### src/tomasulo_pkg.sv
package tomasulo_pkg;

    ////////////////////////////////////////////////////////////////////////////
    // core sizing
    ////////////////////////////////////////////////////////////////////////////

    localparam int ROB_DEPTH = 8;
    localparam int TAG_W     = 3;
    localparam int NUM_RS    = 2;

    typedef logic [31:0] rv32i_word;

    // only the major opcodes this core executes
    typedef enum logic [6:0] {
        op_imm = 7'b0010011,
        op_reg = 7'b0110011,
        op_lui = 7'b0110111
    } rv32i_opcode;

    typedef struct packed {
        logic [6:0] funct7;
        logic [4:0] rs2;
        logic [4:0] rs1;
        logic [2:0] funct3;
        logic [4:0] rd;
        logic [6:0] opcode;
    } r_fmt_t;

    typedef struct packed {
        logic [11:0] imm12;
        logic [4:0]  rs1;
        logic [2:0]  funct3;
        logic [4:0]  rd;
        logic [6:0]  opcode;
    } i_fmt_t;

    // same fetched word, register or immediate layout
    typedef union packed {
        r_fmt_t r_fmt;
        i_fmt_t i_fmt;
    } instr_u;

    ////////////////////////////////////////////////////////////////////////////
    // reservation station word
    ////////////////////////////////////////////////////////////////////////////

    typedef struct packed {
        logic [2:0] funct3;
        logic       funct7_b5;
        logic       is_lui;
    } res_op_t;

    // operand either ready or waiting on a rob tag
    typedef struct packed {
        logic [TAG_W-1:0] tag;
        rv32i_word        data;
        logic             valid;
    } res_src_t;

    typedef struct packed {
        res_op_t          operation;
        res_src_t         src1;
        res_src_t         src2;
        logic [TAG_W-1:0] rd_tag;
    } res_word;

endpackage
### src/alu.sv
`timescale 1ns/1ps

module alu import tomasulo_pkg::*; (
    input  res_word   alu_word_i,
    output rv32i_word result_o
);

    rv32i_word  a;
    rv32i_word  b;
    logic [4:0] shamt;

    assign a     = alu_word_i.src1.data;
    assign b     = alu_word_i.src2.data;
    assign shamt = b[4:0];

    always_comb begin
        case (alu_word_i.operation.funct3)
            3'b000: begin
                // lui rides on the add slot and passes the immediate
                if (alu_word_i.operation.is_lui) begin
                    result_o = b;
                end else if (alu_word_i.operation.funct7_b5) begin
                    result_o = a - b;
                end else begin
                    result_o = a + b;
                end
            end
            3'b001:  result_o = a << shamt;
            3'b010:  result_o = {31'd0, $signed(a) < $signed(b)};
            3'b011:  result_o = {31'd0, a < b};
            3'b100:  result_o = a ^ b;
            3'b101:  result_o = alu_word_i.operation.funct7_b5 ? rv32i_word'($signed(a) >>> shamt)
                                                               : a >> shamt;
            3'b110:  result_o = a | b;
            default: result_o = a & b;
        endcase
    end

endmodule

### config.mk
export PLATFORM = sky130hd
export DESIGN_NAME = alu
export DESIGN_NICKNAME = d
export VERILOG_FILES = /design/src/tomasulo_pkg.sv /design/src/alu.sv
export SDC_FILE = /design/constraint.sdc
export NUM_CORES = 1
export LEC_CHECK = 0
export BUFFER_PORTS_ARGS = -buffer_cell sky130_fd_sc_hd__buf_2
export CORE_UTILIZATION = 45
export DETAILED_ROUTE_END_ITERATION = 7
export MAX_ROUTING_LAYER = met4
export PLACE_DENSITY = 0.67
export SLEW_MARGIN = 0
export SYNTH_ARGS = -nofsm -noshare
export SYNTH_HDL_FRONTEND = slang
export SYNTH_SLANG_ARGS = --single-unit
### constraint.sdc
create_clock -name vclk -period 5.04
set_input_delay 1.008 -clock vclk [all_inputs]
set_output_delay 1.008 -clock vclk [all_outputs]
set_load 0.05 [all_outputs]
---- Yosys cells after proc, flatten, opt, wreduce, memory -nomap -nowiden ----
Index checks and enable logic that the tools add are counted.
storage, ports and cells
  register bits ........................... 0
  input port bits ......................... 80
  output and inout bits ................... 32
  logic and storage cells ................. 21
cells by class
  $add $sub $neg .......................... 2
  $lt $le $gt $ge ......................... 2
  equality and inequality tests ........... 6
  shift operators ......................... 3
  multiplexer cells ....................... 4
  bitwise gates (word level) .............. 3
  reductions and logical operators ........ 1
operator list
  cell                  number
  $pmux W32 S7          1
  $mux W32              3
  $lt A32 B32 Y1        2
  $add A32 B32 Y32      1
  $and A32 B32 Y32      1
  $or A32 B32 Y32       1
  $shl A32 B5 Y32       1
  $shr A32 B5 Y32       1
  $sshr A32 B5 Y32      1
  $sub A32 B32 Y32      1
  $xor A32 B32 Y32      1
  $eq A3 B3 Y1 const B  3
  $eq A3 B2 Y1 const B  2
  $eq A3 B1 Y1 const B  1
  $logic_not A3 Y1      1

---- Logic depth before layout (Yosys ltp) ----
Gate-level depths: netlist (run 1).
  word-level depth ........................ 4
  mapped depth ............................ 14
  gate-level depth less buffers ........... 12

---- Worst setup path after synthesis (run 1) ----
OpenSTA, ideal clock, no wires.
  path type ............................... input port to output port
  from .................................... input port alu_word_i[6] (netlist name)
  to ...................................... output port result_o[28]
  data arrival time ....................... 4.716 ns
  data required time ...................... 4.032 ns
  slack ................................... -0.684 ns
  cell stages on the path ................. 14
  buffers on the path ..................... 3
  cell sequence ........................... inv_2 buf_1 clkbuf_1 ha_1 buf_6 o21ba_1 or4_4 a21oi_1 nor4_2 o31ai_2 a221oi_1 a21oi_1 o21ai_1 a21oi_1
on the way
  longest elaborated chain between the ends .. 4
  elaborated cells between the ends (all ways) .. 9
  classes of those cells .................. add/sub: 2; shift: 3; mux: 4
ends and longest elaborated chain
  element                                               line                  text
  start: declaration                                    alu.sv:4              input res_word alu_word_i,
  $add A32 B32 Y32 or $sub A32 B32 Y32 (tied branches)  alu.sv:25, alu.sv:23
  $mux W32                                              alu.sv:22             end else if (alu_word_i.operation.funct7_b5) begin
  $mux W32                                              alu.sv:20             if (alu_word_i.operation.is_lui) begin
  $pmux W32 S7 *                                        alu.sv:17             case (alu_word_i.operation.funct3)
  end: declaration                                      alu.sv:5              output rv32i_word result_o
Every way passes the cells marked *; elsewhere a longest branch is shown, timed or not.

---- Worst setup path after layout (run 1) ----
  from .................................... input port alu_word_i[4] (netlist name)
  to ...................................... output port result_o[28]
Same word-level chain as after synthesis.

==> results of run 1 <==
==> cells in the mapped netlist, types with 14 or more instances <==
cell type and n:
a22o_1 17, nor3_1 33, buf_1 15, a21oi_1 149, buf_2 28, nor4_1 15
o211ai_1 28, nand2_1 129, o31ai_1 17, o21ai_0 120, mux2i_1 62, or3_1 17
xnor2_1 19, mux4_2 25, nor2_1 158, a221oi_1 14, inv_1 98, nand3_1 27
a211oi_1 29, ha_1 102, clkbuf_1 65, nand2b_1 14, a31oi_1 15
==> where the power goes <==
group	internal [W]	switching (W)
clock	0	0
combinational	0.000602	0.000943
sequential	0	0
total	0.000602	0.000943
==> area by class of cell <==
class              instances  area (sq um)  area share (%)
multi-input cells       1192          8620            73.6
well taps                265           332            2.83
repair buffers           333          2370            20.3
inverters                101           382            3.26
==> worst max-delay path, delay by kind of cell <==
family	cells	cell delay (ps)
AOI/OAI and AO/OA	7	1220
adders and majority gates	2	570
and+or+nand+nor	2	660
buffers and inverters	4	600
==> final timing paths <==
| kind | to | startpoint | depth (start not counted) | slack [ps] |
|---|---|---|---|---|
| hold / removal | result_o[31] | alu_word_i[35] | 5 | 2620 |
| setup / recovery | result_o[28] | alu_word_i[4] | 15 | -30 |
==> timing repair <==
item | in CTS | in global routing
buffers inserted | 1 | 3
endpoints found under the setup margin | 11 | 17
gates resized for setup | 17 | 65
pin swaps | 1 | 16
==> per-stage QoR <==
stage               util [%]  setup slack, ps  setup TNS [ps]
floorplan                  -             20.0               0
global placement        57.5             -109            -287
detailed placement      57.5             -216            -828
CTS                     57.9            -2.08           -2.08
global route            59.4            -92.3            -280
finish                  59.4            -29.8           -42.0
==> routing by layer <==
layer / vias to the layer above / GRT usage, % / share of wire, %
met5: - / - / 0
met4: 0 / 23.2 / 7.1
met3: 145 / 5.40 / 9.6
met2: 821 / 66.0 / 44
met1: 5742 / 51.2 / 39
li1: 5657 / - / -
==> cells by family after synthesis <==
family | Yosys count | share of synthesized area [%]
XOR/XNOR | 22 | 2.10
AO/OA/AOI/OAI | 532 | 38.0
multiplexers | 99 | 14.4
buffers and inverters | 220 | 9.84
adder cells (fa/ha/maj) | 104 | 14.3
AND/OR/NAND/NOR | 435 | 21.3
==> impl_metrics.csv, run 1 <==
group,metric,value,unit
placed_design,dp.cells,1887,
floorplan,core_area,19700,sq um
outcome,violations,"setup timing",
timing,fin_crit_sh,101,%
cells_and_area,area_growth,27.5,%
synth,ys_seq_area_share,0,%
floorplan,pin_count,112,
placed_design,place_congestion,1.11,
route,route.detailed.wl_per_inst,23.2,um
placed_design,placed_cell_area,11300,sq um
timing,max_clock_freq,197,MHz
setup_path,cp_max_fo,4,
cells_and_area,ff_latch_area,0,sq um
timing,hold_violations,0,
setup_path,cp_common_cell,"buf_4",
timing,min_period,5070,ps
timing,whs,2620,ps
synth,syn_area,9180,sq um
pwr,p_per_area,132,nW/um^2
floorplan,rows,51,
cells_and_area,n_clock_buffer,0,
setup_path,crit_required,4030,ps
synth,yosysWarnings,0,
cells_and_area,instances_no_fill,1891,
cells_and_area,layout.nets,1812,
timing,worst_pin_slew,831,ps
cells_and_area,design_area,11700,sq um
timing,slew_violations,0,
route,num_vias,12400,
synth,synthCells,1412,
cells_and_area,seq_cells,0,
setup_path,path_class,"input port to output pin",
route,viasPerCell,6.54,
floorplan,floorplan.initialDensity,46.6,%
synth,syn_avg_cell_area,6.50,sq um
grt,grt_pass1_vias,11300,
cells_and_area,layout_common_cells,"buf_4, nor2_1, a21oi_1, nand2_1, o21ai_0",
cells_and_area,num_antenna_cells,0,
route,wl,43.8,mm
grt,grt_first_pass_wirelength,64.2,mm
grt,grt_use_total,41.7,%
cells_and_area,drive_above_1_share,27.0,%
synth,yosysUniqueCellTypes,82,
timing,setup_viol,2,
setup_path,arrival,4060,ps
placed_design,port_buffers,101,
grt,antenna_found_initial,0,
floorplan,die_h,145,um
flow_run,cap_violations,0,
placed_design,place_hpwl,34.9,mm
cells_and_area,layout_commonest_cell,"buf_4",
route,ant_nets,0,
synth,yosys-top-cells-area,"ha_1, a21oi_1, mux2i_1",
setup_path,critPathCaptureType,"output pin",
pwr,p_total,0.00154,W
timing,max-slew-margin-rel,44.6,%
outcome,status,"finished, violations left",
pwr,leakagePower,5.37,nW
floorplan,die_w,145,um
route,detail_route.drc_violations,0,
synth,netlist.area_leader.share,13.9,%
route,drt-pass1-iter-count,8,
synth,syn_nets,1596,
setup_path,crit_chain,"buf_8, ha_4, fa_2, o21ba_4, or4_4, a21oi_1, buf_4, nor4_2, o31ai_2, buf_4, a221oi_2, a21oi_2, o21ai_4, a21oi_4, buf_6",
hold_path,hold_path.class,"input port to output pin",
setup_path,slowest_delay,590,ps
pwr,worst_ir_drop_vdd,0.0801,mV
synth,yosys.area.top_type,"ha_1",
setup_path,slowest_stage,"or4_4",
setup_path,start_kind,"input port",
timing,fin_ws,-29.8,ps
grt,overflow,0,
cts,hold_buffers,0,
grt,grt_start_max_net_pins,91,
route,drt_iter0_drc,1563,
timing,grt_setup_unrepaired,"true",
cells_and_area,fill_cells,1909,
floorplan,die_area,21000,sq um
No activity file was read; power rests on OpenSTA's default activity.
==> run 2: changes to the inputs <==
- CORE_MARGIN: default -> 2
==> run 2 against run 1 <==
  * The flow now finishes without violations
  * First-iteration DRC count is 3.0% lower
  * Utilization is 0.64 points lower
  * Hold slack better by 47 ps
  * Highest routed layer unchanged
==> impl_metrics.csv, run 2 (synthesis results as in run 1) <==
group,metric,value,unit
outcome,status,"complete, no violations",
setup_path,critPathCaptureType,"output pin",
cells_and_area,final_core_util,58.7,%
grt,use_met1,51.9,%
floorplan,floorplan.initialDensity,45.7,%
route,drt_iter0_drc,1516,
route,ant_nets,0,
setup_path,start_kind,"input port",
hold_path,min_from,"alu_word_i[10]",
grt,grt_first_pass_wirelength,68.3,mm
cells_and_area,layout_common_cells,"buf_4, nor2_1, a21oi_1, nand2_1, o21ai_0",
timing,max-slew-margin-rel,48.3,%
route,detail_route.drc_violations,0,
floorplan,core_area,20100,sq um
cells_and_area,seq_cells,0,
grt,antenna_found_initial,1,
hold_path,holdPathEnd,"result_o[6]",
cts,postCtsSetupBuffers,0,
setup_path,arrival,4010,ps
setup_path,crit_required,4030,ps
cells_and_area,n_clock_buffer,0,
cells_and_area,layout_commonest_cell,"buf_4",
route,viasPerCell,6.48,
setup_path,cp_max_fo,5,
timing,worst_pin_slew,768,ps
route,drt-pass1-iter-count,8,
floorplan,pin_count,112,
cells_and_area,drive_above_1_share,27.9,%
floorplan,die_h,147,um
timing,min_period,5010,ps
timing,fin_crit_sh,99.5,%
cells_and_area,layout.nets,1832,
route,route.detailed.wl_per_inst,24.1,um
grt,met3_usage,6.43,%
grt,globalRouteMet2Util,67.3,%
floorplan,rows,52,
cells_and_area,ff_latch_area,0,sq um
placed_design,port_buffers,101,
flow_run,cap_violations,0,
timing,max_clock_freq,199,MHz
placed_design,place_hpwl,37.4,mm
timing,slew_violations,0,
grt,busiest_layer,"met2",
cts,hold_buffers,0,
timing,setup_viol,0,
placed_design,place_congestion,1.10,
timing,grt_setup_unrepaired,"true",
hold_path,whs_path_depth,6,
setup_path,path_class,"input port to output pin",
grt,overflow,0,
floorplan,die_w,147,um
grt,grt_start_max_net_pins,92,
hold_path,hold_path.class,"input port to output pin",
route,num_vias,12400,
route,wl,46.2,mm
grt,grt_use_total,42.0,%
floorplan,die_area,21600,sq um
grt,grt_pass1_vias,11600,
timing,whs,2670,ps
cells_and_area,area_growth,28.6,%
timing,setup_tns,0,ps
timing,hold_violations,0,
==> run 2: what timing repair did <==
action	4_1_cts	5_1_grt
gates cloned	0	0
pin swaps	2	11
hold endpoints to repair	0	0
resized for setup	13	54
endpoints found under the setup margin	10	19
==> run 2: cell type report <==
cell class                 count  area [sq um]
antenna                        1          2.50
inverter                     101           383
timing repair buffer         353          2490
multi-input combinational   1192          8590
fill                        2037          8300
tap                          270           338
==> run 2: metrics by stage <==
step	setup slack, ps	cells	cell area [sq um]
after floorplan	20.0	1412	9260
after global placement	-201	1916	11500
after detailed placement	-191	1916	11500
after CTS	-0.218	1916	11600
after global routing	-24.6	1917	11800
final	26.1	1917	11800
==> run 2: worst max-delay path, stage by stage <==
cell and delay, ps:
buf_2 130, clkinvlp_4 240, ha_4 330, buf_4 150, or4_4 560, a21boi_4 180
a32oi_2 160, o311a_4 200, o31ai_4 250, a21oi_2 90, and3_1 190, o32a_1 310
buf_4 200
==> run 2: layer usage <==
| layer | routed length, um | share of wire [%] |
|---|---|---|
| met1 | 18000 | 39 |
| met2 | 20800 | 45 |
| met3 | 4450 | 9.6 |
| met4 | 2950 | 6.4 |
| met5 | 0 | 0 |
==> run 2: worst max path at each step <==
stage                        start            to  slack, ps
CTS                 alu_word_i[42]  result_o[29]       -0.2
global route         alu_word_i[8]  result_o[25]        -20
finish               alu_word_i[8]  result_o[18]         30
floorplan            alu_word_i[6]  result_o[18]         20
global placement     alu_word_i[5]  result_o[25]       -200
detailed placement  alu_word_i[41]  result_o[25]       -190
