File: src/tomasulo_pkg.sv
package tomasulo_pkg;

    ////////////////////////////////////////////////////////////////////////////
    // core sizing
    ////////////////////////////////////////////////////////////////////////////

    localparam int ROB_DEPTH = 8;
    localparam int TAG_W     = 3;
    localparam int NUM_RS    = 2;

    typedef logic [31:0] rv32i_word;

    // only the major opcodes this core executes
    typedef enum logic [6:0] {
        op_imm = 7'b0010011,
        op_reg = 7'b0110011,
        op_lui = 7'b0110111
    } rv32i_opcode;

    typedef struct packed {
        logic [6:0] funct7;
        logic [4:0] rs2;
        logic [4:0] rs1;
        logic [2:0] funct3;
        logic [4:0] rd;
        logic [6:0] opcode;
    } r_fmt_t;

    typedef struct packed {
        logic [11:0] imm12;
        logic [4:0]  rs1;
        logic [2:0]  funct3;
        logic [4:0]  rd;
        logic [6:0]  opcode;
    } i_fmt_t;

    // same fetched word, register or immediate layout
    typedef union packed {
        r_fmt_t r_fmt;
        i_fmt_t i_fmt;
    } instr_u;

    ////////////////////////////////////////////////////////////////////////////
    // reservation station word
    ////////////////////////////////////////////////////////////////////////////

    typedef struct packed {
        logic [2:0] funct3;
        logic       funct7_b5;
        logic       is_lui;
    } res_op_t;

    // operand either ready or waiting on a rob tag
    typedef struct packed {
        logic [TAG_W-1:0] tag;
        rv32i_word        data;
        logic             valid;
    } res_src_t;

    typedef struct packed {
        res_op_t          operation;
        res_src_t         src1;
        res_src_t         src2;
        logic [TAG_W-1:0] rd_tag;
    } res_word;

endpackage
File: src/tomasulo_itf.sv
`timescale 1ns/1ps

// issue path from fetch into rob, register file and stations
interface issue_itf import tomasulo_pkg::*; ();
    logic              rob_load;
    logic [NUM_RS-1:0] rs_load;
    logic [4:0]        rd;
    logic [4:0]        rs1;
    logic [4:0]        rs2;
    res_word           word;
    logic              rob_full;
    logic [TAG_W-1:0]  curr_tag;
    res_src_t          src1;
    res_src_t          src2;
    logic [NUM_RS-1:0] rs_empty;

    modport fetch   (output rob_load, rs_load, rd, rs1, rs2, word,
                     input  rob_full, curr_tag, src1, src2, rs_empty);
    modport rob     (input  rob_load, rd, output rob_full, curr_tag);
    modport regfile (input  rob_load, rd, rs1, rs2, curr_tag, output src1, src2);
    modport station (input  word);
endinterface


File: src/regfile.sv
`timescale 1ns/1ps

module regfile import tomasulo_pkg::*; (
    input  logic             clk,
    input  logic             arst_n_i,
    issue_itf.regfile        iss,
    input  logic             wr_en_i,
    input  logic [4:0]       wr_rd_i,
    input  logic [TAG_W-1:0] wr_tag_i,
    input  rv32i_word        wr_data_i
);

    rv32i_word        data_q  [32];
    logic             valid_q [32];
    logic [TAG_W-1:0] tag_q   [32];

    // read with bypass of a matching commit in this cycle
    function automatic res_src_t read_src(input logic [4:0] idx);
        res_src_t src;
        src.tag   = tag_q[idx];
        src.data  = data_q[idx];
        src.valid = valid_q[idx];
        if (idx == 5'd0) begin
            src.tag   = '0;
            src.data  = '0;
            src.valid = 1'b1;
        end else if (wr_en_i && wr_rd_i == idx && !valid_q[idx] && tag_q[idx] == wr_tag_i) begin
            src.data  = wr_data_i;
            src.valid = 1'b1;
        end
        return src;
    endfunction

    always_comb begin
        iss.src1 = read_src(iss.rs1);
        iss.src2 = read_src(iss.rs2);
    end

    always_ff @(posedge clk or negedge arst_n_i) begin
        if (!arst_n_i) begin
            for (int i = 0; i < 32; i++) begin
                data_q[i]  <= '0;
                valid_q[i] <= 1'b1;
                tag_q[i]   <= '0;
            end
        end else begin
            if (wr_en_i && wr_rd_i != 5'd0) begin
                data_q[wr_rd_i] <= wr_data_i;
                // a newer rename keeps the register pending
                if (tag_q[wr_rd_i] == wr_tag_i) begin
                    valid_q[wr_rd_i] <= 1'b1;
                end
            end
            // rename last so it beats a same-cycle commit
            if (iss.rob_load && iss.rd != 5'd0) begin
                valid_q[iss.rd] <= 1'b0;
                tag_q[iss.rd]   <= iss.curr_tag;
            end
        end
    end

endmodule

File: src/flat_wrapper.sv
// flat-port wrapper written by rule: the top's interface ports become plain ports
module regfile_flat import tomasulo_pkg::*;
  (clk, arst_n_i, wr_en_i, wr_rd_i, wr_tag_i, wr_data_i, iss_rob_load, iss_rd, iss_rs1, iss_rs2, iss_curr_tag, iss_src1, iss_src2);
  issue_itf iss_i ();
  input  logic clk;
  input  logic arst_n_i;
  input  logic wr_en_i;
  input  logic [4:0] wr_rd_i;
  input  logic [TAG_W-1:0] wr_tag_i;
  input  rv32i_word wr_data_i;
  input wire logic [$bits(iss_i.rob_load)-1:0] iss_rob_load;
  input wire logic [$bits(iss_i.rd)-1:0] iss_rd;
  input wire logic [$bits(iss_i.rs1)-1:0] iss_rs1;
  input wire logic [$bits(iss_i.rs2)-1:0] iss_rs2;
  input wire logic [$bits(iss_i.curr_tag)-1:0] iss_curr_tag;
  output wire logic [$bits(iss_i.src1)-1:0] iss_src1;
  output wire logic [$bits(iss_i.src2)-1:0] iss_src2;
  assign iss_i.rob_load = iss_rob_load;
  assign iss_i.rd = iss_rd;
  assign iss_i.rs1 = iss_rs1;
  assign iss_i.rs2 = iss_rs2;
  assign iss_i.curr_tag = iss_curr_tag;
  assign iss_src1 = iss_i.src1;
  assign iss_src2 = iss_i.src2;
  regfile u_core (.clk(clk), .arst_n_i(arst_n_i), .iss(iss_i), .wr_en_i(wr_en_i), .wr_rd_i(wr_rd_i), .wr_tag_i(wr_tag_i), .wr_data_i(wr_data_i));
endmodule
File: config.mk
export PLATFORM = sky130hd
export DESIGN_NAME = regfile_flat
export DESIGN_NICKNAME = d
export VERILOG_FILES = /design/src/tomasulo_pkg.sv /design/src/tomasulo_itf.sv /design/src/regfile.sv /design/src/flat_wrapper.sv
export SDC_FILE = /design/constraint.sdc
export NUM_CORES = 2
export LEC_CHECK = 0
export ABC_CLOCK_PERIOD_IN_PS = 4200
export BUFFER_PORTS_ARGS = -buffer_cell sky130_fd_sc_hd__buf_2
export CORE_ASPECT_RATIO = 1.75
export CORE_MARGIN = 8
export CORE_UTILIZATION = 53
export CTS_BUF_LIST = sky130_fd_sc_hd__clkbuf_8
export DETAILED_ROUTE_END_ITERATION = 10
export GPL_TIMING_DRIVEN = 0
export PLACE_DENSITY = 0.67
export SLEW_MARGIN = 20
export SYNTH_ARGS = -nofsm -noshare
export SYNTH_HDL_FRONTEND = slang
export SYNTH_SLANG_ARGS = --single-unit
File: constraint.sdc
create_clock -name clk -period 4.2 [get_ports clk]
set_clock_uncertainty 0.15 [all_clocks]
set_input_delay 0.63 -clock clk [delete_from_list [all_inputs] [get_ports clk]]
set_output_delay 0.63 -clock clk [all_outputs]
set_load 0.01 [all_outputs]
After elaboration in Yosys (flattened, before gate mapping)
Cells that the tools add are included.
- register bits: 1152
- bits in latches: 0
- bits in writable memories: 0
- memory bits (read-only): 0
- bits of input ports: 62
- output and inout port bits: 72
- word-level logic and storage cells: 170
- memories kept: 0
- $add $sub $neg: 0
- multipliers: 0
- divide/modulo/power cells: 0
- magnitude comparators: 6
- eq/ne operators: 5
- shift-type cells: 0
- muxes and demuxes: 40
- bitwise gates (word level): 7
- reductions and logical operators: 16
- operators with widths (operator ; number):
    $bwmux 1024 ; 1
    $bmux 32 s5 ; 2
    $mux 32 ; 8
    $demux 32 s5 ; 1
    $mux 33 ; 4
    $bwmux 96 ; 1
    $bmux 3 s5 ; 3
    $and 32x32->32 ; 1
    $not 32->32 ; 1
    $or 32x32->32 ; 1
    $mux 3 ; 9
    $ge 6x6->1 const B ; 4
    $not 5->6 ; 4
    $demux 3 s5 ; 1
    $lt 6x1->1 const B ; 2
    $bmux 1 s5 ; 2
    $demux 1 s5 ; 2
    $eq 5x5->1 ; 2
    $logic_and 1x1->1 ; 10
    $logic_not 5->1 ; 2
    $reduce_bool 5->1 ; 2
    $eq 3x3->1 ; 3
    $mux 1 ; 6
    $logic_not 1->1 ; 2

Longest topological paths before layout
- depth after elaboration: 10
- mapped depth: 13
- depth with buffers taken out: 7

Least setup slack after synthesis
OpenSTA, ideal clock, no wires.
- kind: in2out
- from: input iss_rs2[0]
- to: output iss_src2[10]
- data arrival time: 3080 ps
- required time: 3420 ps
- slack: 340 ps
- cell stages on the path: 10
- path buffers: 5
- cells stage by stage: buf_4 buf_6 buf_2 buf_4 buf_2 mux4_2 mux4_2 mux2_2 nand2_1 mux2i_1
- cells in the longest elaborated chain, start to end: 9
- elaborated cells between the ends (all ways): 19
- those cells by class: eq/ne (2); mux (11); bitwise (1); reduce/logical (5)
- ends and longest elaborated chain (item ; RTL line ; text):
    from (decl) ; flat_wrapper.sv:14 ; input wire logic [$bits(iss_i.rs2)-1:0] iss_rs2;
    parallel branches: the longest is 8 deep, another holds $mux 33 ; - ;
    $mux 33 (*) ; regfile.sv:23 ; if (idx == 5'd0) begin
    to (decl) ; flat_wrapper.sv:17 ; output wire logic [$bits(iss_i.src2)-1:0] iss_src2;
Mark *: on every way between the ends. The select of a mux whose other input is x is not followed.

Worst setup path in the final report
- from: register u_core.tag_q[69] (netlist name)
- to: output iss_src1[3]
- cells in the longest elaborated chain, start to end: 7
- ends and longest elaborated chain (item ; RTL line ; text):
    from (decl) ; regfile.sv:15 ; logic [TAG_W-1:0] tag_q [32];
    from (signal, indexed assignment) ; regfile.sv:57 ; tag_q[iss.rd] <= iss.curr_tag;
    $bmux 3 s5 ; regfile.sv:27 ; end else if (wr_en_i && wr_rd_i == idx && !valid_q[idx] && tag_q[idx] == wr_tag_i) begin
    $mux 3 (not written as such) (2 in a row) ; regfile.sv:27 ;
    $eq 3x3->1 ; regfile.sv:27 ;
    $logic_and 1x1->1 ; regfile.sv:27 ;
    $mux 33 ; regfile.sv:27 ;
    $mux 33 ; regfile.sv:23 ;
    to (decl) ; flat_wrapper.sv:16 ; output wire logic [$bits(iss_i.src1)-1:0] iss_src1;
Every way passes these cells. The select of a mux whose other input is x is not followed.

==> flow_summary.json <==
{
  "nNetsFinal": 4546,
  "worstPathRequired_ns": 3.42,
  "cts_buffer_depth": 3,
  "post-dp-hpwl_um": 160000,
  "antenna_found_initial": 15,
  "netlist.area_leader.share_pct": 44.3,
  "synthFlopType": "dfrtp_1",
  "syn_nets": 4171,
  "tritoncts": "built",
  "syn-cell-area_um2": 63200,
  "final_area_um2": 71800,
  "cts_made_buffers": 176,
  "setup_viol_count_final": 67,
  "drive_gt1_share_pct": 55.3,
  "crit_path_cell_trace": "mux4_2, mux4_2, a21oi_4, xnor2_2, nor4_4, buf_4, buf_8, buf_12, mux2i_4, buf_2",
  "powerDensity_nw_per_um2": 459,
  "pre_cts_ws_ns": -1.82,
  "layout.cells.non_filler": 6162,
  "finalWeightedCongestion": 0.960,
  "status": "finished, violations left",
  "drc": 0,
  "dieArea_um2": 131000,
  "hold_violations": 0,
  "track_usage_pct": 34.8,
  "hp-class": "in2reg",
  "fin_crit_ns": 4.85,
  "first_pass_iters": 5,
  "yosys_warnings": 0,
  "path_buf_inv": 4,
  "drt_wl_total_um": 227000,
  "crit_start": "u_core.tag_q[69]$_DFFE_PN0P_",
  "dieHeight_um": 473,
  "wl_per_cell_um": 36.8,
  "power_mw": 33.0,
  "failed_checks": "setup timing",
  "hp-start": "iss_rd[2]",
  "vias_per_cell": 6.92,
  "critPathCaptureType": "output port",
  "yosys.cell_types.count": 57,
  "ant_nets": 0,
  "rows": 167,
  "vdd_drop_max_mv": 0.355,
  "rsz0062_at_grt": "yes",
  "crit_type": "reg2out",
  "initial_core_util_pct": 53.4,
  "fin_ws_ns": -0.650,
  "core_area_um2": 118000,
  "place_area_um2": 66100,
  "netlist_top_cells_area": "dfrtp_1 (44%), mux4_2 (25%), mux2_2 (20%)",
  "max_stage_delay_ns": 0.52,
  "cts_sinks": 1152,
  "overflow": 0,
  "area_growth_pct": 13.6,
  "start_kind": "flip-flop",
  "num-fill-cells": 9176,
  "max_freq_ghz": 0.206,
  "power_leakage_nw": 31.0,
  "synth-async-reset-ratio_pct": 100,
  "cp_max_fo": 7,
  "cp.arrival_ns": 4.07,
  "grt_pass1_vias": 45100,
  "yosysSeqAreaShare_pct": 45.7,
  "portBuffers": 122,
  "die_x_um": 277,
  "post-place-cells": 5763,
  "worstSkewPairLatency_ns": 0.91,
  "worst_pin_slew_ns": 1.29,
  "synthCells": 4109,
  "io_pins": 134,
  "grt_pass1_wl_um": 324000,
  "critPathMostFrequentCell": "mux4_2",
  "relSlewSlack_pct": 14.0,
  "reg2reg_from": "u_core.tag_q[73]$_DFFE_PN0P_",
  "grt_start_max_net_pins": 132,
  "post-route-period-util_pct": 115,
  "synth.avg_cell_area_um2": 15.4,
  "crit_family": "multiplexers",
  "cpMaxStageDelayCell": "mux4_2",
  "drtIter0Drc": 4319,
  "cap_violations": 0,
  "h-tree-depth": 4,
  "clockRootBuffer": "clkbuf_8",
  "num_vias": 42700,
  "synth_edf_count": 0,
  "clk_pin_slew_ns": 0.07,
  "slew_violations": 0,
  "yosysTopAreaCell": "dfrtp_1",
  "ys_ff_latch": 1152
}
-- synth_stat cells, types with 3 or more instances --
master and instances:
buf_6 7, nor4_1 5, a21oi_1 8, or3_1 4, mux2i_1 127, nand3_1 20
o21a_1 15, a41oi_1 12, mux2_2 1119, mux4_2 702, nor3b_1 6, nor3_1 11
nand2b_1 10, a22oi_1 23, nand2_1 275, dfstp_2 32, a2bb2oi_1 3, xor2_1 11
a31oi_1 3, and3b_1 4, clkbuf_1 285, and2_1 6, dfrtp_1 1120, buf_1 85
or2_2 6, buf_4 5, xnor2_1 8, nor2b_1 15, nor2_1 67, buf_2 75
nand4_1 6, nand3b_1 4
-- registers in the layout, summed over array words and instances, names as in the netlist --
register	count
u_core.data_q	1024
u_core.tag_q	96
u_core.valid_q	32
-- power breakdown --
group / total (mW) / internal, mW / switching (mW)
Combinational: 8.23 / 4.72 / 3.51
Clock: 9.99 / 5.22 / 4.77
Sequential: 14.8 / 13.2 / 1.55
-- worst reg2reg max path, stage by stage, from the launching register on --
cell and delay [ns]:
dfrtp_1 0.40, buf_4 0.14, mux4_2 0.52, a22oi_1 0.20, o2111ai_1 0.26, xnor2_1 0.51, nand3_1 0.40, buf_2 0.31
nor2_1 0.18, o21a_1 0.14
-- cell families (layout without fill, tap and decap cells) --
logic type | Yosys count | count (layout) | share of synthesized area [%]
flops | 1152 | 1152 | 45.7
mux | 1949 | 1949 | 47.0
compound gates | 81 | 81 | 0.964
xor+xnor | 19 | 19 | 0.263
other cells | 0 | 15 | 0
buf+inv | 459 | 976 | 2.99
simple gates | 449 | 449 | 3.12
-- final timing paths --
check / end / slack [ns] / depth (start not counted)
worst max-delay path: iss_src1[3] / -0.65 / 10
worst min-delay path: u_core.tag_q[60]$_DFFE_PN0P_ / 0.13 / 3
worst max register to register: u_core.valid_q[28]$_DFF_PN1_ / 0.90 / 9
worst min register to register: u_core.valid_q[31]$_DFF_PN1_ / 0.31 / 1
max in group asynchronous: u_core.data_q[216]$_DFFE_PN0P_ / 1.31 / 5
min in group asynchronous: u_core.data_q[873]$_DFFE_PN0P_ / 0.17 / 2
-- final cells by class --
cell class	instances	area (um^2)	share of cell area, %
Clock buffer	234	3220	4.48
Antenna cell	15	37.5	0.0523
Inverter	2	7.51	0.0105
Timing Repair Buffer	197	1770	2.46
Buffer	457	2430	3.38
Clock inverter	86	510	0.711
Tap cell	1521	1900	2.65
Multi-Input combinational cell	2498	33100	46.1
Sequential cell	1152	28900	40.2
-- per-stage QoR --
step	util (%)	hold WS [ns]	setup TNS, ns
floorplan	-	0.184	0
global placement	55.6	0.292	-
detailed placement	55.9	0.301	-99.82
CTS	60.5	0.0209	-27.53
global route	60.7	0.0804	-37.65
finish	60.7	0.127	-32.93
-- what timing repair did --
item,in CTS,in global routing
cloned,2,0
endpoints found under the setup margin,70,67
resized for setup,311,50
pin swaps,6,3
setup buffers,16,11
endpoints found under the hold margin,200,0
hold buffers,36,0
-- cells in the final DEF (no fill, tap or decap), types with 10 or more instances in the layout --
cell type / n
diode_2: 15
a22oi_1: 23
mux2i_1: 78
clkinv_2: 15
buf_16: 10
clkbuf_8: 238
buf_1: 61
dfrtp_1: 1120
buf_4: 32
clkbuf_2: 83
buf_2: 144
clkbuf_1: 186
mux4_2: 703
mux2_2: 1118
nand2_1: 275
nor2_1: 67
clkbuf_4: 14
xor2_1: 11
buf_6: 58
dlygate4sd3_1: 36
inv_1: 56
dfstp_2: 32
o21a_1: 15
nand3_1: 20
buf_12: 15
a41oi_1: 12
mux2i_4: 44
nor2b_1: 14
-- layer usage --
metal / wire length [um] / vias up / track usage, % / share of wire (%)
li1: - / 16600 / - / -
met3: 18400 / 929 / 10.1 / 8.1
met1: 75900 / 22800 / 37.9 / 33
met4: 23100 / 6 / 28.9 / 10
met5: 42 / - / 0 / 0.019
met2: 109000 / 2356 / 56.4 / 48
No activity file was read; power rests on OpenSTA's default activity.
