## config.mk

```make
export PLATFORM = sky130hd
export DESIGN_NAME = ir_flat
export DESIGN_NICKNAME = d
export VERILOG_FILES = /design/src/tomasulo_pkg.sv /design/src/tomasulo_itf.sv /design/src/ir.sv /design/src/flat_wrapper.sv
export SDC_FILE = /design/constraint.sdc
export NUM_CORES = 1
export LEC_CHECK = 0
export ABC_AREA = 1
export BUFFER_PORTS_ARGS = -buffer_cell sky130_fd_sc_hd__buf_2
export CORE_UTILIZATION = 43
export CTS_CLUSTER_SIZE = 24
export DETAILED_ROUTE_END_ITERATION = 8
export GPL_TIMING_DRIVEN = 0
export PLACE_DENSITY = 0.86
export SLEW_MARGIN = 20
export SYNTH_ARGS = -nofsm -noshare
export SYNTH_HDL_FRONTEND = slang
export SYNTH_SLANG_ARGS = --single-unit
```

## constraint.sdc

```tcl
create_clock -name clk -period 2.1 [get_ports clk]
set_input_delay 0.21 -clock clk [delete_from_list [all_inputs] [get_ports clk]]
set_output_delay 0.21 -clock clk [all_outputs]
set_load 0.02 [all_outputs]
```

## src/tomasulo_pkg.sv

```systemverilog
package tomasulo_pkg;

    ////////////////////////////////////////////////////////////////////////////
    // core sizing
    ////////////////////////////////////////////////////////////////////////////

    localparam int ROB_DEPTH = 8;
    localparam int TAG_W     = 3;
    localparam int NUM_RS    = 2;

    typedef logic [31:0] rv32i_word;

    // only the major opcodes this core executes
    typedef enum logic [6:0] {
        op_imm = 7'b0010011,
        op_reg = 7'b0110011,
        op_lui = 7'b0110111
    } rv32i_opcode;

    typedef struct packed {
        logic [6:0] funct7;
        logic [4:0] rs2;
        logic [4:0] rs1;
        logic [2:0] funct3;
        logic [4:0] rd;
        logic [6:0] opcode;
    } r_fmt_t;

    typedef struct packed {
        logic [11:0] imm12;
        logic [4:0]  rs1;
        logic [2:0]  funct3;
        logic [4:0]  rd;
        logic [6:0]  opcode;
    } i_fmt_t;

    // same fetched word, register or immediate layout
    typedef union packed {
        r_fmt_t r_fmt;
        i_fmt_t i_fmt;
    } instr_u;

    ////////////////////////////////////////////////////////////////////////////
    // reservation station word
    ////////////////////////////////////////////////////////////////////////////

    typedef struct packed {
        logic [2:0] funct3;
        logic       funct7_b5;
        logic       is_lui;
    } res_op_t;

    // operand either ready or waiting on a rob tag
    typedef struct packed {
        logic [TAG_W-1:0] tag;
        rv32i_word        data;
        logic             valid;
    } res_src_t;

    typedef struct packed {
        res_op_t          operation;
        res_src_t         src1;
        res_src_t         src2;
        logic [TAG_W-1:0] rd_tag;
    } res_word;

endpackage
```

## src/tomasulo_itf.sv

```systemverilog
`timescale 1ns/1ps

// issue path from fetch into rob, register file and stations
interface issue_itf import tomasulo_pkg::*; ();
    logic              rob_load;
    logic [NUM_RS-1:0] rs_load;
    logic [4:0]        rd;
    logic [4:0]        rs1;
    logic [4:0]        rs2;
    res_word           word;
    logic              rob_full;
    logic [TAG_W-1:0]  curr_tag;
    res_src_t          src1;
    res_src_t          src2;
    logic [NUM_RS-1:0] rs_empty;

    modport fetch   (output rob_load, rs_load, rd, rs1, rs2, word,
                     input  rob_full, curr_tag, src1, src2, rs_empty);
    modport rob     (input  rob_load, rd, output rob_full, curr_tag);
    modport regfile (input  rob_load, rd, rs1, rs2, curr_tag, output src1, src2);
    modport station (input  word);
endinterface


```

## src/ir.sv

```systemverilog
`timescale 1ns/1ps

module ir import tomasulo_pkg::*; (
    input  logic      clk,
    input  logic      arst_n_i,
    input  logic      instr_mem_resp_i,
    input  rv32i_word instr_mem_rdata_i,
    output logic      instr_read_o,
    output rv32i_word instr_mem_address_o,
    issue_itf.fetch   iss
);

    rv32i_word   pc_q;
    instr_u      ir_q;
    logic        full_q;
    logic        read_q;
    rv32i_opcode opc;
    res_op_t     op;
    rv32i_word   imm;
    logic        imm_valid;
    logic        issue;

    assign opc = rv32i_opcode'(ir_q.r_fmt.opcode);

    ////////////////////////////////////////////////////////////////////////////
    // decode
    ////////////////////////////////////////////////////////////////////////////

    always_comb begin
        op        = '0;
        imm       = '0;
        imm_valid = 1'b1;
        iss.rd    = '0;
        iss.rs1   = '0;
        iss.rs2   = '0;
        case (opc)
            op_imm: begin
                iss.rd    = ir_q.i_fmt.rd;
                iss.rs1   = ir_q.i_fmt.rs1;
                op.funct3 = ir_q.i_fmt.funct3;
                imm       = {{20{ir_q.i_fmt.imm12[11]}}, ir_q.i_fmt.imm12};
                // shifts take shamt only, bit 30 picks srai
                if (ir_q.i_fmt.funct3 == 3'b001 || ir_q.i_fmt.funct3 == 3'b101) begin
                    imm          = {27'd0, ir_q.i_fmt.imm12[4:0]};
                    op.funct7_b5 = ir_q.r_fmt.funct7[5];
                end
            end
            op_reg: begin
                iss.rd       = ir_q.r_fmt.rd;
                iss.rs1      = ir_q.r_fmt.rs1;
                iss.rs2      = ir_q.r_fmt.rs2;
                op.funct3    = ir_q.r_fmt.funct3;
                op.funct7_b5 = ir_q.r_fmt.funct7[5];
                imm_valid    = 1'b0;
            end
            op_lui: begin
                iss.rd    = ir_q.r_fmt.rd;
                op.is_lui = 1'b1;
                imm       = {ir_q[31:12], 12'd0};
            end
            // anything else becomes x0 = 0 + 0
            default: ;
        endcase
    end

    // immediate replaces the second register operand
    always_comb begin
        iss.word.operation = op;
        iss.word.src1      = iss.src1;
        iss.word.src2      = iss.src2;
        if (imm_valid) begin
            iss.word.src2.tag   = '0;
            iss.word.src2.data  = imm;
            iss.word.src2.valid = 1'b1;
        end
        iss.word.rd_tag = iss.curr_tag;
    end

    // lowest numbered empty station wins
    always_comb begin : pick_station
        logic found;
        found       = 1'b0;
        issue       = full_q && !iss.rob_full && (|iss.rs_empty);
        iss.rs_load = '0;
        for (int k = 0; k < NUM_RS; k++) begin
            if (iss.rs_empty[k] && !found) begin
                iss.rs_load[k] = issue;
                found          = 1'b1;
            end
        end
    end

    assign iss.rob_load = issue;

    always_ff @(posedge clk or negedge arst_n_i) begin
        if (!arst_n_i) begin
            pc_q   <= '0;
            full_q <= 1'b0;
            read_q <= 1'b0;
        end else if (read_q && instr_mem_resp_i) begin
            read_q <= 1'b0;
            full_q <= 1'b1;
        end else if (issue) begin
            full_q <= 1'b0;
            read_q <= 1'b1;
            pc_q   <= pc_q + 32'd4;
        end else if (!read_q && !full_q) begin
            // first request out of reset
            read_q <= 1'b1;
        end
    end

    always_ff @(posedge clk) begin
        if (read_q && instr_mem_resp_i) begin
            ir_q <= instr_mem_rdata_i;
        end
    end

    assign instr_read_o        = read_q;
    assign instr_mem_address_o = pc_q;

endmodule

```

## src/flat_wrapper.sv

```systemverilog
// flat-port wrapper written by rule: the top's interface ports become plain ports
module ir_flat import tomasulo_pkg::*;
  (clk, arst_n_i, instr_mem_resp_i, instr_mem_rdata_i, instr_read_o, instr_mem_address_o, iss_rob_load, iss_rs_load, iss_rd, iss_rs1, iss_rs2, iss_word, iss_rob_full, iss_curr_tag, iss_src1, iss_src2, iss_rs_empty);
  issue_itf iss_i ();
  input  logic clk;
  input  logic arst_n_i;
  input  logic instr_mem_resp_i;
  input  rv32i_word instr_mem_rdata_i;
  output logic instr_read_o;
  output rv32i_word instr_mem_address_o;
  output wire logic [$bits(iss_i.rob_load)-1:0] iss_rob_load;
  output wire logic [$bits(iss_i.rs_load)-1:0] iss_rs_load;
  output wire logic [$bits(iss_i.rd)-1:0] iss_rd;
  output wire logic [$bits(iss_i.rs1)-1:0] iss_rs1;
  output wire logic [$bits(iss_i.rs2)-1:0] iss_rs2;
  output wire logic [$bits(iss_i.word)-1:0] iss_word;
  input wire logic [$bits(iss_i.rob_full)-1:0] iss_rob_full;
  input wire logic [$bits(iss_i.curr_tag)-1:0] iss_curr_tag;
  input wire logic [$bits(iss_i.src1)-1:0] iss_src1;
  input wire logic [$bits(iss_i.src2)-1:0] iss_src2;
  input wire logic [$bits(iss_i.rs_empty)-1:0] iss_rs_empty;
  assign iss_rob_load = iss_i.rob_load;
  assign iss_rs_load = iss_i.rs_load;
  assign iss_rd = iss_i.rd;
  assign iss_rs1 = iss_i.rs1;
  assign iss_rs2 = iss_i.rs2;
  assign iss_word = iss_i.word;
  assign iss_i.rob_full = iss_rob_full;
  assign iss_i.curr_tag = iss_curr_tag;
  assign iss_i.src1 = iss_src1;
  assign iss_i.src2 = iss_src2;
  assign iss_i.rs_empty = iss_rs_empty;
  ir u_core (.clk(clk), .arst_n_i(arst_n_i), .instr_mem_resp_i(instr_mem_resp_i), .instr_mem_rdata_i(instr_mem_rdata_i), .instr_read_o(instr_read_o), .instr_mem_address_o(instr_mem_address_o), .iss(iss_i));
endmodule
```

After elaboration in Yosys (flattened, before gate mapping)

Cells that the tools add are included.

Output and inout port bits: 131
Flip-flop bits (word level): 66
Input port bits: 113

Mux-type cells: 17
Bitwise logic cells: 1
Eq/ne operators: 5
Reductions and logical operators: 16
Add/sub/neg operators: 1

Operators by type and width:

| cell                  | count |
|---|---|
| $pmux 32 s2           | 1 |
| $mux 36               | 1 |
| $add 32x3->32 const B | 1 |
| $mux 32               | 1 |
| $mux 5                | 3 |
| $eq 7x6->1 const B    | 2 |
| $mux 1                | 10 |
| $pmux 4 s2            | 1 |
| $eq 7x5->1 const B    | 1 |
| $logic_and 1x1->1     | 5 |
| $logic_not 1->1       | 4 |
| $reduce_or 2->1       | 2 |
| $eq 3x1->1 const B    | 1 |
| $eq 3x3->1 const B    | 1 |
| $reduce_bool 3->1     | 1 |
| $reduce_or 3->1       | 1 |
| $reduce_and 2->1      | 1 |
| $reduce_bool 2->1     | 1 |
| $logic_or 1x1->1      | 1 |
| $not 1->1             | 1 |

Logic depth before layout (Yosys ltp)

Depth after elaboration: 5
Mapped depth: 9

Worst setup path after synthesis

No wires, ideal clock.

Kind: register to register
Start point: register u_core.read_q (netlist: u_core.instr_read_o)
End point: register u_core.pc_q[19] (netlist: u_core.instr_mem_address_o[19])
Arrival time: 1.829 ns
Path buffers: 0
Path slack: 0.153 ns
Library setup time: 0.117 ns
Required time: 1.983 ns
Stages on the path, launching flop included: 8
Clock period less this slack: 1.947 ns
Path through: dfrtp_1 nand2_1 inv_1 nor2_1 nand2_1 nor2_1 nand3b_1 nand2_1

Longest elaborated chain between the ends: 3

Ends and longest elaborated chain:

| item                              | RTL line  | RTL |
|---|---|---|
| from (decl)                       | ir.sv:16  | `logic read_q;` |
| from (signal assigned)            | ir.sv:99  | `read_q <= 1'b0;` |
| from (signal assigned)            | ir.sv:101 | `read_q <= 1'b0;` |
| from (signal assigned)            | ir.sv:105 | `read_q <= 1'b1;` |
| $logic_and 1x1->1                 | ir.sv:100 | `end else if (read_q && instr_mem_resp_i) begin` |
| $not 1->1 (no source line)        | --        |  |
| $reduce_and 2->1 (no source line) | --        |  |
| to (signal assigned)              | ir.sv:106 | `pc_q <= pc_q + 32'd4;` |
| to (decl)                         | ir.sv:13  | `rv32i_word pc_q;` |

Every way passes these cells.
A chain may end at the register's enable or synchronous reset.

Worst setup path in the final report

Start point: register u_core.ir_q[3] in the netlist's numbering
End point: output port iss_word[18]

Longest elaborated chain between the ends: 3
Elaborated cells on any way between the ends: 5
Classes of those cells: eq/ne: 3; mux: 2

Ends and longest elaborated chain:

| item                                            | RTL line           | RTL |
|---|---|---|
| from (decl)                                     | ir.sv:14           | `instr_u ir_q;` |
| from (signal assigned)                          | ir.sv:115          | `ir_q <= instr_mem_rdata_i;` |
| $eq 7x6->1 / $eq 7x5->1 (equally long branches) | ir.sv:36           | `case (opc)` |
| $pmux 32 s2                                     | ir.sv:36           |  |
| $mux 36 *                                       | ir.sv:71           | `if (imm_valid) begin` |
| to (decl)                                       | flat_wrapper.sv:16 | `output wire logic [$bits(iss_i.word)-1:0] iss_word;` |

Every way passes the cells marked *; elsewhere a longest branch is shown, timed or not.

==> reports/qor.json <==
{
  "outcome": {"value": "complete, but fails checks"},
  "violations": {"value": "setup timing"},
  "synthesis.instances": {"value": 493},
  "crit_fanout": {"value": 5},
  "routed_wirelength": {"value": 12860, "unit": "µm"},
  "synth_area": {"value": 0.003836, "unit": "mm²"},
  "largest_cells_by_area_after_synthesis": {"value": "sky130_fd_sc_hd__edfxtp_1 25%, sky130_fd_sc_hd__dfrtp_1 21%, sky130_fd_sc_hd__nand2_1 12%"},
  "setup.worst_path.class": {"value": "flip-flop to output pin"},
  "core_area": {"value": 0.008678, "unit": "mm²"},
  "post_route_cells_drive_above_1_share": {"value": 0.4573},
  "grt-ovfl-total": {"value": 0},
  "vias_per_cell": {"value": 4.907},
  "timing_hold_violations_final": {"value": 0},
  "seq_total_area_yosys": {"value": 0.4592},
  "grt_first_pass_wirelength": {"value": 17560, "unit": "µm"},
  "tritoncts_num_sinks": {"value": 64},
  "end_kind": {"value": "output pin"},
  "seq_power_share": {"value": 0.459},
  "route.vias.total": {"value": 4097},
  "detailed_place.area": {"value": 0.004986, "unit": "mm²"},
  "dieArea": {"value": 0.009303, "unit": "mm²"},
  "area_growth_syn_to_layout": {"value": 47.78, "unit": "%"},
  "final_min_period_over_clock_period": {"value": 1.016},
  "synthDistinctLibCells": {"value": 31},
  "skew": {"value": 0.006093, "unit": "ns"},
  "synth_flop_cell": {"value": "sky130_fd_sc_hd__edfxtp_1"},
  "power.density": {"value": 629.3, "unit": "mW/mm²"},
  "cts.clk_slew.worst_paths": {"value": 0.08, "unit": "ns"},
  "iteration_0_drc_count_of_the_detailed_router": {"value": 180},
  "initial_antenna_violation_count": {"value": 2},
  "reg2reg_slack": {"value": 0.33, "unit": "ns"},
  "first_global_vias": {"value": 3714},
  "power.internal": {"value": 2.380, "unit": "mW"},
  "design_power_total": {"value": 3.568, "unit": "mW"},
  "maxCapViolations": {"value": 0},
  "drtPass1Iterations": {"value": 5},
  "worstPathRequired": {"value": 1.89, "unit": "ns"},
  "place_hpwl": {"value": 9739, "unit": "µm"},
  "netlist_top_cells_count": {"value": "121 x sky130_fd_sc_hd__nand2_1, 92 x sky130_fd_sc_hd__nor2_1, 63 x sky130_fd_sc_hd__inv_1"},
  "leakage": {"value": 2.988, "unit": "nW"},
  "timing.final.crit_period": {"value": 2.133, "unit": "ns"},
  "net-switching-power": {"value": 1.188, "unit": "mW"},
  "post-route-drc-count": {"value": 0},
  "async_reset_ff_frac": {"value": 0.5000},
  "synthesis_warnings": {"value": 0},
  "n_fill_cell": {"value": 714},
  "synthDominantCellAreaShare": {"value": 0.2505},
  "dominant_cell_by_count_in_the_synthesized_netlist": {"value": "sky130_fd_sc_hd__nand2_1"},
  "vdd_ir_drop_max": {"value": 0.5758, "unit": "mV"},
  "post-route-cell-area": {"value": 0.005669, "unit": "mm²"},
  "r2r.worst_path.cells": {"value": 8},
  "design.portCount": {"value": 244},
  "io_buffers": {"value": 202},
  "placement_rows": {"value": 34},
  "yosys.area.top_type": {"value": "sky130_fd_sc_hd__edfxtp_1"},
  "tritoncts": {"value": "yes"},
  "clock_power_share": {"value": 0.287},
  "grt_start_max_net_pins": {"value": 35},
  "netSwitchingFraction": {"value": 0.3330},
  "clock_tree.buffer_depth": {"value": 2},
  "worstSetupStartpointType": {"value": "flip-flop"},
  "min_path_cells": {"value": 1},
  "timing.hold.ws": {"value": 0.04126, "unit": "ns"},
  "ys_seq_elements": {"value": 64},
  "synth_enable_flop_cells": {"value": 32},
  "cts.root.buffer_cell": {"value": "sky130_fd_sc_hd__clkbuf_8"},
  "report.final.slew_viol_count": {"value": 0},
  "setup_viol": {"value": 6},
  "ant_nets": {"value": 0},
  "worstHoldPathType": {"value": "primary input to flip-flop"},
  "tightest_slew_margin_relative_to_the_limit": {"value": 0.5091},
  "gp_congestion": {"value": 0.8719},
  "worstMarginPinSlew": {"value": 0.7353, "unit": "ns"},
  "max_freq": {"value": 468.8, "unit": "MHz"},
  "worst_skew_pair.late_latency": {"value": 0.34, "unit": "ns"},
  "cts_htree_levels": {"value": 3},
  "wl_per_cell": {"value": 15.40, "unit": "µm"},
  "arrival": {"value": 1.92, "unit": "ns"},
  "die_w": {"value": 96.45, "unit": "µm"},
  "initial_core_util": {"value": 0.4420},
  "die_h": {"value": 96.45, "unit": "µm"},
  "postSynthAreaPerCell": {"value": 7.781, "unit": "µm²"},
  "layout.nets": {"value": 835},
  "numCtsBuffers": {"value": 9},
  "grt.total_usage": {"value": 0.2565},
  "rsz0062_at_grt": {"value": "true"},
  "power_frac_comb": {"value": 0.254},
  "layout_setup_ws": {"value": -0.03299, "unit": "ns"}
}
critical path, stage by stage (launching register included):
cell,delay (ns)
sky130_fd_sc_hd__edfxtp_1,0.43
sky130_fd_sc_hd__nor2_2,0.17
sky130_fd_sc_hd__buf_4,0.12
sky130_fd_sc_hd__nand4_1,0.17
sky130_fd_sc_hd__nor2_4,0.20
sky130_fd_sc_hd__buf_6,0.16
sky130_fd_sc_hd__nor2_2,0.04
sky130_fd_sc_hd__nor2_1,0.13
sky130_fd_sc_hd__buf_4,0.16
final cells by class:
cell class / count / area [µm²] / share of cell area
clock buffers: 9 / 123.9 / 0.02185
repair buffers: 216 / 1287 / 0.2271
diodes: 1 / 2.502 / 0.0004414
clock inverters: 7 / 62.56 / 0.01104
flip-flops and latches: 64 / 1762 / 0.3107
multi-input cells: 315 / 1640 / 0.2893
well taps: 108 / 135.1 / 0.02384
plain buffers: 49 / 402.9 / 0.07107
inverters: 66 / 252.7 / 0.04458
placed cells by master, fill, tap and decap left out, types with 2 or more instances in the layout:
| cell | n |
|---|---|
| sky130_fd_sc_hd__nand3b_1 | 3 |
| sky130_fd_sc_hd__buf_6 | 25 |
| sky130_fd_sc_hd__o211ai_1 | 7 |
| sky130_fd_sc_hd__nor2_4 | 17 |
| sky130_fd_sc_hd__conb_1 | 2 |
| sky130_fd_sc_hd__nand2_2 | 6 |
| sky130_fd_sc_hd__inv_1 | 61 |
| sky130_fd_sc_hd__o21ai_2 | 8 |
| sky130_fd_sc_hd__nor2_1 | 68 |
| sky130_fd_sc_hd__nand3_2 | 2 |
| sky130_fd_sc_hd__xnor2_1 | 8 |
| sky130_fd_sc_hd__xor2_1 | 8 |
| sky130_fd_sc_hd__nand2_1 | 120 |
| sky130_fd_sc_hd__edfxtp_1 | 32 |
| sky130_fd_sc_hd__dfrtp_1 | 32 |
| sky130_fd_sc_hd__buf_2 | 170 |
| sky130_fd_sc_hd__nand4_1 | 7 |
| sky130_fd_sc_hd__nor3_1 | 4 |
| sky130_fd_sc_hd__clkinv_2 | 2 |
| sky130_fd_sc_hd__clkinv_1 | 2 |
| sky130_fd_sc_hd__clkinvlp_4 | 2 |
| sky130_fd_sc_hd__buf_4 | 67 |
| sky130_fd_sc_hd__inv_4 | 2 |
| sky130_fd_sc_hd__inv_2 | 3 |
| sky130_fd_sc_hd__nor2_2 | 14 |
| sky130_fd_sc_hd__clkbuf_8 | 9 |
| sky130_fd_sc_hd__o21ai_0 | 3 |
| sky130_fd_sc_hd__nand3_1 | 29 |
sequential cells by signal, summed over array words and instances, names as in the netlist:
name,count
u_core.ir_q,32
u_core.full_q,1
u_core.instr_read_o,1
u_core.instr_mem_address_o,30
repair_timing:
| item | CTS | global route |
|---|---|---|
| setup buffers | 6 | 5 |
| gates resized for setup | 51 | 75 |
| pin swaps | 9 | 13 |
| hold buffers | 1 | 0 |
| endpoints found under the setup margin | 41 | 57 |
| cloned | 1 | 3 |
| endpoints found under the hold margin | 32 | 0 |
through the flow:
step,util,worst slack [ns],TNS (ns),std cells
3_3_place_gp,0.5745,-0.2102,-1.154,804
6_report,0.6533,-0.03299,-0.1162,835
5_1_grt,0.6533,-0.1415,-1.592,835
3_5_place_dp,0.5745,0.1094,0,804
2_1_floorplan,-,0.1533,0,494
4_1_cts,0.6195,-0.06166,-0.4801,827
cell families (layout without fill, tap and decap cells):
| group | Yosys count | in the layout | synth area share |
|---|---|---|---|
| other | 1 | 3 | 0.0009775 |
| XOR/XNOR | 16 | 16 | 0.03653 |
| AND/OR/NAND/NOR | 275 | 275 | 0.3072 |
| buffers and inverters | 115 | 347 | 0.1592 |
| flip-flops | 64 | 64 | 0.4592 |
| adder cells (fa/ha/maj) | 1 | 1 | 0.003261 |
| AO/OA/AOI/OAI | 21 | 21 | 0.03359 |
power by group through the flow:
stage	sequential (mW)	combinational [mW]	clock (mW)
floorplan	1.71	0.457	0
global placement	1.65	0.806	0
detailed placement	1.66	0.821	0
CTS	1.64	0.857	1.04
global route	1.66	0.993	1.08
finish	1.64	0.905	1.02
final timing paths:
check,end,from
min in group asynchronous,u_core.instr_mem_address_o[2],arst_n_i
worst min register to register,u_core.instr_mem_address_o[14],u_core.instr_mem_address_o[14]
worst max-delay path,iss_word[18],u_core.ir_q[3]
max in group asynchronous,u_core.instr_mem_address_o[9],arst_n_i
worst max register to register,u_core.instr_mem_address_o[19],u_core.instr_read_o
worst min-delay path,u_core.ir_q[8],instr_mem_rdata_i[8]
per-layer routing:
metal	global-route usage	wire length, µm	vias up
met1	0.2976	4895	1907
met5	0	8	-
met4	0.1005	318	2
li1	-	-	1966
met2	0.4542	6608	191
met3	0.06182	1034	31
(Power assumes the default switching activity.)
